## config.mk

```make
export PLATFORM = sky130hd
export DESIGN_NAME = stream_fifo
export DESIGN_NICKNAME = d
export VERILOG_FILES = /design/src/vlane_mem_pkg.sv /design/src/stream_fifo.sv
export VERILOG_INCLUDE_DIRS = /design/src
export SDC_FILE = /design/constraint.sdc
export NUM_CORES = 1
export LEC_CHECK = 0
export ABC_AREA = 0
export CAP_MARGIN = 5
export CORE_ASPECT_RATIO = 1.2
export CORE_MARGIN = 2
export CORE_UTILIZATION = 38
export DETAILED_ROUTE_END_ITERATION = 8
export DONT_BUFFER_PORTS = 1
export HOLD_SLACK_MARGIN = 0.1
export PLACE_DENSITY = 0.63
export SLEW_MARGIN = 20
export SYNTH_ARGS = -nofsm -noshare
export SYNTH_HDL_FRONTEND = slang
export SYNTH_SLANG_ARGS = --single-unit
```

## constraint.sdc

```tcl
create_clock -name clk -period 11.67 [get_ports clk]
set_clock_uncertainty 0.15 [all_clocks]
set_input_delay 1.7505 -clock clk [delete_from_list [all_inputs] [get_ports clk]]
set_output_delay 1.7505 -clock clk [all_outputs]
set_load 0.02 [all_outputs]
```

## src/vlane_macros.svh

```systemverilog
`ifndef VLANE_MACROS_SVH
`define VLANE_MACROS_SVH

// row geometry
`define VL_LANES        4
`define VL_DATA_W       32
`define VL_ROW_W        (`VL_LANES * `VL_DATA_W)

// vector register file
`define VL_REGS         16
`define VL_REG_AW       4   // also the width of the row count field

// external memory, addressed in rows
`define VL_MEM_AW       16
`define VL_MEM_CREDITS  4   // outstanding requests

// input stream buffer, sender starts with this many credits
`define VL_STREAM_DEPTH 8

`endif

```

## src/vlane_mem_pkg.sv

```systemverilog
`default_nettype none

`include "vlane_macros.svh"

package vlane_mem_pkg;

    // lane 0 sits in the low word
    typedef logic [`VL_LANES-1:0][`VL_DATA_W-1:0] row_t;

    typedef struct packed {
        logic                  we;    // 1 = write row, 0 = read row
        logic [`VL_MEM_AW-1:0] addr;
        row_t                  wdata;
    } mem_req_t;

    typedef struct packed {
        logic                  en;
        logic [`VL_REG_AW-1:0] addr;
        row_t                  data;
    } rf_wr_t;

endpackage

`default_nettype wire

```

## src/stream_fifo.sv

```systemverilog
`timescale 1ns/10ps
`default_nettype none

`include "vlane_macros.svh"

module stream_fifo (
    input  logic                clk,
    input  logic                i_reset,
    input  logic                i_push,
    input  vlane_mem_pkg::row_t i_push_row,
    input  logic                i_pop,
    output vlane_mem_pkg::row_t o_row,
    output logic                o_empty,
    output logic                o_credit
);

    localparam int AW = $clog2(`VL_STREAM_DEPTH);

    vlane_mem_pkg::row_t mem [`VL_STREAM_DEPTH];
    logic [AW-1:0] wr_ptr, rd_ptr;
    logic [AW:0]   fill;

    assign o_row   = mem[rd_ptr];
    assign o_empty = (fill == '0);

    always_ff @(posedge clk) begin
        if (i_push) mem[wr_ptr] <= i_push_row;
    end

    always_ff @(posedge clk) begin
        if (i_reset) begin
            wr_ptr   <= '0;
            rd_ptr   <= '0;
            fill     <= '0;
            o_credit <= 1'b0;
        end else begin
            o_credit <= i_pop; // one credit back per row taken
            if (i_push) wr_ptr <= wr_ptr + 1'b1;
            if (i_pop)  rd_ptr <= rd_ptr + 1'b1;
            if (i_push && !i_pop)      fill <= fill + 1'b1;
            else if (!i_push && i_pop) fill <= fill - 1'b1;
        end
    end

    // sender credit accounting must keep the buffer from overflowing
    a_no_overrun: assert property (@(posedge clk) disable iff (i_reset)
        (fill == `VL_STREAM_DEPTH) |-> !i_push);

endmodule

`default_nettype wire

```

==> metrics, run 1 <==
Pwr Density approximately 180 nW/µm²; net count of the finished layout between 1500 and 2000; initial antenna violation count 1; post-synthesis instance area roughly 40000 µm²; GPL Wtd Cong between 0.6 and 0.7; CTS Sinks 1038; WP data arrival ~4.3 ns; fin area around 44000 µm²; WHS Path Cells 2; global route overflow 0; Slew @ Worst Pin between 1 and 1.5 ns; Max Buffers Root-to-Sink 3; CP Cell Sequence buf_4, buf_4, mux4_2, mux2_2; Initial Util about two fifths; most used cell, CP buf_4; post-DR wirelength/cell roughly 25 µm; cell row count 129; Static Leakage about 14 nW; first-pass GRT wire length 114600 µm; critical path type reg -> out; Worst-path clk slew approximately 0.060 ns; core area between 100000 and 150000 µm²; sequential fraction of the synthesis area just under 80%; vias in the first global route between 15000 and 20000; Port Buffers 0; R2R depth 4; Area after DPL about 40000 µm²; CTS Hold Bufs 0; total CTS buffers 100; Die H roughly 360 µm; Power Total between 8 and 9 mW; Mean Syn Cell Area approximately 26 µm²; synthesis-to-finish area growth 12.06%; postcts setup bufs 0; Synth Register Bits 1038; vias after detailed routing 16015; Die X ~300 µm; Post-Syn Nets roughly 1700; clk_lat worst skew approximately 0.70 ns; Max Freq ~0.16 GHz; Root Driver clkbuf_16; WP data required slightly below 10 ns; sum of negative setup slack 0 ns; Final period util between 50% and 60%; htree depth 3; Tmin final 6.180 ns; I/O pin total between 200 and 300; CTS tree built; Final Max Tran Viols 0; final hold violation count 0; # DRC 0; number of diodes 0; CP Max Fanout 70; Yosys warnings 0; crit path capture type output pin; RSZ-0062 raised after global routing no; CP peak stage delay about 0.88 ns; PostCTS Resize Cnt 0; post-synth cell types 30; vias per cell about 5.2; HP Class reg -> reg; Slew headroom a little under 30%; DIE AREA 106700 µm²; hpwl dp 43090 µm; Worst setup SP type flop; DRT iter0 DRCs ~960; worst vdd ir about 0.14 mV; crit path max-delay cell type buf_4; first-pass detailed-route iteration total 4; Syn Inst Count about 1500; layout cells sized above 1 roughly 30%; drt total wl roughly 78000 µm; outcome finished, final reports clean; antenna viol nets, final 0; largest net degree at the start of global routing between 90 and 100; number of max-cap violations 0; GRT Resource Usage Total approximately 15%; # setup viols final 0
-- registers in the layout (all words and copies together), names as in the netlist, named ones only --
name and flops:
rd_ptr 3, mem 1024, fill 4, wr_ptr 3, o_credit 1
-- final cells by class --
class / instances / area [µm²]
fillers: 8610 / 58800
multi-input cells: 436 / 7875
flip-flops and latches: 1038 / 31040
repair buffers: 35 / 275.3
well taps: 1375 / 1720
clock inverters: 66 / 802.0
inverters: 2 / 7.507
clock buffers: 119 / 2616
-- final timing paths --
check / from / end / slack (ns)
setup reg to reg: wr_ptr[0]$_SDFFE_PP0P_ / mem[1][89]$_DFFE_PP_ / 8.50
hold / removal: rd_ptr[2]$_SDFFE_PP0P_ / rd_ptr[2]$_SDFFE_PP0P_ / 0.38
setup / recovery: flop / o_row[82] / 5.49
hold reg to reg: rd_ptr[2]$_SDFFE_PP0P_ / rd_ptr[2]$_SDFFE_PP0P_ / 0.38
-- logic make-up (layout without fill, tap and decap cells) --
logic type	count (synthesis)	in the layout	share of synthesized area, %
AOI/OAI and AO/OA	4	4	0.06010
muxes	388	388	19.00
xor gates and xnor gates	6	6	0.1328
adders and majority gates	6	6	0.2087
DFF	1038	1038	78.43
and+or+nand+nor	32	32	0.3447
buffers and inverters	75	222	1.825
-- report_power, final --
group	internal, mW	total, mW	switching, mW
sequential	4.20	4.23	0.0350
combinational	0.246	0.584	0.337
clock	2.00	3.35	1.35
total	6.44	8.17	1.72
-- routing by layer --
layer	track usage, %	vias to the layer above	wire length [µm]
met5	0	-	0
met4	4.784	0	1626
met3	4.458	100	5221
met2	25.70	379	40900
met1	17.15	8687	29970
li1	-	6849	-
-- synth_stat cells (all sizes together) --
| cell type | number | area (µm²) |
|---|---|---|
| fa | 1 | 20.02 |
| nor2 | 20 | 75.07 |
| nor4 | 1 | 6.260 |
| nand2b | 3 | 18.77 |
| a31oi | 1 | 6.260 |
| xor2 | 3 | 26.28 |
| edfxtp | 1024 | 30750 |
| nor2b | 1 | 6.260 |
| nand3 | 1 | 5.000 |
| ha | 5 | 62.56 |
| xnor2 | 3 | 26.28 |
| a211oi | 1 | 7.510 |
| dfxtp | 14 | 280.3 |
| mux2i | 3 | 30.03 |
| inv | 2 | 7.510 |
| mux4 | 256 | 6036 |
| buf | 46 | 479.2 |
| a21oi | 2 | 10.01 |
| nor3 | 2 | 10.01 |
| nand2 | 4 | 15.01 |
| mux2 | 129 | 1453 |
| clkbuf | 27 | 235.2 |
-- critical path: cells and delay by family (launching register included) --
kind,cells,cell delay (ns)
muxes,2,0.80
DFF,1,0.78
buffers and inverters,2,1.72
-- cell usage in the layout, fill, tap and decap left out, types with 4 or more instances in the layout --
master,Yosys,routed
clkinv_1,0,20
clkinvlp_4,0,4
mux4_2,184,184
mux4_1,72,72
mux2_2,129,129
nand2_1,4,4
nor2_4,0,6
inv_6,0,5
nor2_1,20,14
ha_1,5,5
edfxtp_1,1024,1024
clkbuf_16,0,102
dfxtp_1,14,11
clkbuf_1,13,17
clkinv_2,0,17
buf_4,1,34
bufinv_16,0,18
-- metrics by stage --
stage	hold WS [ns]	setup slack (ns)	utilization [%]	instances
floorplan	0.3347	0.2632	-	1549
global placement	0.3496	6.191	39.67	2886
detailed placement	0.3702	6.142	39.67	2886
CTS	0.3864	5.361	42.98	3071
global route	0.4000	5.153	42.99	3071
finish	0.3758	5.490	42.99	3071
Note: power is estimated with default switching activity, not from simulation.
==> inputs of run 2 (changes only) <==
Clock period 11.67 ns to 5.2 ns, I/O delays scaled along.
==> run 2 against run 1 <==
  * Via count increased by 4.0%
  * Worst hold slack got worse by 0.18 ns
  * Die area unchanged
  * Final cell count increased by 4.7%
  * Clock power increased by 120%
  * Combinational power increased to 2.6 times the previous value
  * Register-to-register slack got worse by 5.8 ns
  * Routed wire length increased by 2.7%
  * First-iteration DRC count increased by 9.1%
  * Critical path depth decreased by 1
  * Sequential share of layout area decreased by 2.5 points
  * Sequential power increased by 120%
  * Critical endpoint is now o_row[30]
==> metrics, run 2 (synthesis results as in run 1) <==
outcome finished, final reports clean; sum of negative setup slack 0 ns; final hold violation count 0; global route overflow 0; Die X between 200 and 300 µm; critical path type reg -> out; WP data required ~4.3 ns; DIE AREA 106700 µm²; Pwr Density about 400 nW/µm²; GRT Resource Usage Total approximately 15%; Area after DPL slightly above 40000 µm²; synthesis-to-finish area growth 16.24%; crit-path leading delay family multiplexers; layout cells sized above 1 around 28%; fin area 45990 µm²; cell row count 129; vias in the first global route roughly 18000; Largest register FFs 1024; htree depth 3; vias after detailed routing between 15000 and 20000; Placement Setup Slack 1.808 ns; Max Buffers Root-to-Sink 3; Die H between 300 and 400 µm; most frequent cells in the layout edfxtp_1 (1024), mux4_2 (184), dlygate4sd3_1 (133), mux2_2 (129), clkbuf_16 (104); CTS Hold Bufs between 100 and 150; # DRC 0; WP data arrival a little over 3 ns; antenna viol nets, final 0; Final period util 77.68%; I/O pin total roughly 260; Buf+Inv Stages, Crit Path 1; clk_lat worst skew between 0.6 and 0.7 ns; Port Buffers 0; most common cell after layout, fill and taps aside edfxtp_1; vias per cell 5.180; Root Driver clkbuf_16; total CTS buffers 101; HP Class in -> reg; DRT iter0 DRCs between 1000 and 1500; WHS 0.2008 ns; Worst-path clk slew 0.06 ns; postcts setup bufs 0; net count of the finished layout 1896; # setup viols final 0; Worst setup SP type flop; Initial Util between 30% and 40%; Static Leakage ~14 nW; first-pass GRT wire length ~120000 µm; GPL Wtd Cong around 0.69; CP peak stage delay 0.93 ns; largest net degree at the start of global routing 73; top flop regs mem: 1024 flops, fill: 4 flops; Slew headroom about a third; initial antenna violation count 4; hpwl dp 43210 µm; CTS Sinks 1038; first-pass detailed-route iteration total 5; CTS tree built; setup slack after layout 1.160 ns; CP Cell Sequence buf_4, mux4_1, mux2_2; worst vdd ir just under 0.3 mV; post-DR wirelength/cell roughly 25 µm; Power Total 18.34 mW; RSZ-0062 raised after global routing no; Largest Register mem; Max Freq about 0.25 GHz; Tmin final ~4 ns; Slew @ Worst Pin 0.9950 ns; crit path max-delay cell type dfxtp_4; number of max-cap violations 0; CP Max Fanout 36; number of fillers in the final layout between 8000 and 9000; Final Max Tran Viols 0; crit path capture type output pin; drt total wl between 70000 and 80000 µm; PostCTS Resize Cnt 0; core area 103100 µm²
[run 2: final timing paths]
kind,slack [ns],start,to,cells past startpoint
worst min-delay path,0.20,i_reset,fill[3]$_SDFFE_PP0P_,2
worst min register to register,0.40,rd_ptr[2]$_SDFFE_PP0P_,rd_ptr[2]$_SDFFE_PP0P_,2
worst max-delay path,1.16,flop,o_row[30],3
worst max register to register,2.67,wr_ptr[0]$_SDFFE_PP0P_,mem[3][61]$_DFFE_PP_,4
[run 2: final cells by class]
cell class / instances / area (µm²) / share of cell area, %
diodes: 2 / 5.005 / 0.01088
clock buffers: 119 / 2659 / 5.781
clock inverters: 63 / 655.6 / 1.426
inverters: 2 / 7.507 / 0.01632
multi-input cells: 436 / 7881 / 17.14
flip-flops and latches: 1038 / 31040 / 67.49
well taps: 1375 / 1720 / 3.741
repair buffers: 179 / 2022 / 4.396
[run 2: power by group]
group / total (mW) / internal, mW / switching [mW]
Combinational: 1.52 / 0.654 / 0.869
Clock: 7.32 / 4.25 / 3.06
Sequential: 9.50 / 9.42 / 0.0850
[run 2: through the flow]
stage / util [%] / std cells
after global placement: 40.04 / 2895
after floorplan: - / 1549
after detailed placement: 40.08 / 2897
final: 44.59 / 3214
after global routing: 44.59 / 3214
after CTS: 44.59 / 3212
[run 2: layer usage]
metal | share of wire (%) | up-vias | GRT usage (%)
li1 | - | 7165 | -
met1 | 40 | 8991 | 18.29
met2 | 52 | 390 | 26.00
met3 | 5.9 | 100 | 3.845
met4 | 1.9 | 4 | 4.764
met5 | 0.031 | - | 0
==> inputs of run 3 (changes only) <==
Clock period 5.2 ns to 3.4 ns, I/O delays scaled along.
==> run 3 against run 2 <==
  * Combinational power is 58% higher
  * Largest power group unchanged
  * First-iteration DRC count rose by 1.2%
  * Final cell count unchanged
==> metrics, run 3 (synthesis results as in run 1) <==
Final period util 95.15%; most common cell after layout, fill and taps aside edfxtp_1; Pwr Density ~600 nW/µm²; Die H around 360 µm; WP data required about 2.7 ns; HP Class in -> reg; worst vdd ir 0.5546 mV; GPL Wtd Cong about 0.69; number of max-cap violations 0; post-DR wirelength/cell about 24 µm; DR WL met2 40430 µm; Slew @ Worst Pin 0.9185 ns; global route overflow 0; Worst-path clk slew roughly 0.06 ns; vias per cell 5.203; I/O pin total roughly 260; Tmin final between 3 and 4 ns; outcome finished, final reports clean; capturing point of the worst reg2reg path mem[0][85]$_DFFE_PP_; RSZ-0062 raised after global routing no; met3 wire len around 4100 µm; postcts setup bufs 0; CTS tree built; vias in the first global route about 18000; CTS Hold Bufs around 130; Root Driver clkbuf_16; Slew headroom between 30% and 40%; clk_lat worst skew a little under 0.7 ns; Max Freq about 0.31 GHz; vias after detailed routing between 15000 and 20000; htree depth 3; Die X approximately 300 µm; highest metal used met5; CTS Sinks about 1000; Initial Util about two fifths; WP data arrival 2.58 ns; final hold violation count 0; # setup viols final 0; critical path type reg -> out; top flop regs mem: 1024 flops, fill: 4 flops; synthesis-to-finish area growth 16.14%; first-pass detailed-route iteration total 5; GRT Resource Usage Total between 10% and 20%; Met1 Wirelength about 32000 µm; Largest Register mem; Static Leakage ~14 nW; crit path capture type output pin; total CTS buffers between 90 and 100; cell row count 129; first-pass GRT wire length 116200 µm; Port Buffers 0; Power Total around 28 mW; # DRC 0; Worst setup SP type flop; most frequent cells in the layout edfxtp_1 (1024), mux4_2 (184), dlygate4sd3_1 (132), mux2_2 (129), clkbuf_16 (103); CP Max Fanout 24; Final Max Tran Viols 0; WHS Path Cells 4; Hold EP fill[2]$_SDFFE_PP0P_; DIE AREA around 110000 µm²; largest net degree at the start of global routing 83; Placement Setup Slack slightly below 0.9 ns; PostCTS Resize Cnt 0; setup slack after layout 0.1648 ns; sum of negative setup slack 0 ns; Largest register FFs around 1000; net count of the finished layout ~1900; R2R depth 3; layout cells sized above 1 28.18%; number of fillers in the final layout about 8500; worst r2r src wr_ptr[2]$_SDFFE_PP0P_; drt total wl 78310 µm; initial antenna violation count 3; antenna viol nets, final 0; Seq. cell area between 30000 and 40000 µm²; r2r setup slk between 1 and 1.5 ns; multi-input logic area between 7000 and 8000 µm²; DRT iter0 DRCs 1058; Worst Min Path Start i_pop; hpwl dp approximately 42000 µm; Max Buffers Root-to-Sink 3; core area 103100 µm²
## run 3: changes by cell type in the layout (fill, tap and decap cells not counted), sizes merged
cell / before / now
clkinv: 39 / 47
bufinv: 12 / 8
clkinvlp: 3 / 7
inv: 11 / 7
dlygate4sd3: 133 / 132
buf: 46 / 48
diode: 2 / 1
clkbuf: 119 / 115
## run 3: cell type report
class / count / area share [%]
inverter: 2 / 0.01634
sequential: 1038 / 67.55
clock buffer: 115 / 5.707
clock inverter: 67 / 1.198
tap: 1375 / 3.744
antenna: 1 / 0.005446
multi-input combinational: 436 / 17.19
timing repair buffer: 180 / 4.585
## run 3: worst max path at each step
stage | startpoint | to | cells past startpoint
CTS | flop | o_row[47] | 4
finish | flop | o_row[80] | 4
global route | flop | o_row[47] | 4
detailed placement | flop | o_row[47] | 4
global placement | flop | o_row[47] | 4
floorplan | wr_ptr[0]$_SDFFE_PP0P_ | mem[3][0]$_DFFE_PP_ | 2
## run 3: through the flow
| step | hold WS [ns] | instances | util [%] | area, µm² |
|---|---|---|---|---|
| after detailed placement | 0.3740 | 2899 | 40.19 | 41450 |
| after CTS | 0.1009 | 3213 | 44.55 | 45950 |
| after floorplan | 0.3347 | 1549 | - | 39620 |
| final | 0.1793 | 3214 | 44.55 | 45950 |
| after global placement | 0.3476 | 2899 | 40.19 | 41450 |
| after global routing | 0.1709 | 3214 | 44.55 | 45950 |
## run 3: per-layer routing
layer	GRT usage, %	up-vias
met5	0	-
met4	5.296	4
met3	3.432	119
met2	25.44	382
met1	18.25	9076
li1	-	7140
## run 3: report_power, final
| group | switching, mW | internal (mW) | leakage [nW] |
|---|---|---|---|
| clock | 4.60 | 6.12 | 1.54 |
| combinational | 1.37 | 1.03 | 3.18 |
| sequential | 0.0905 | 14.4 | 9.42 |
| total | 6.06 | 21.6 | 14.1 |
## run 3: critical path: stages, from the launching register on
cell and delay (ns):
dfxtp_4 0.43, buf_12 0.23, buf_12 0.24, mux4_1 0.58
mux2_2 0.34
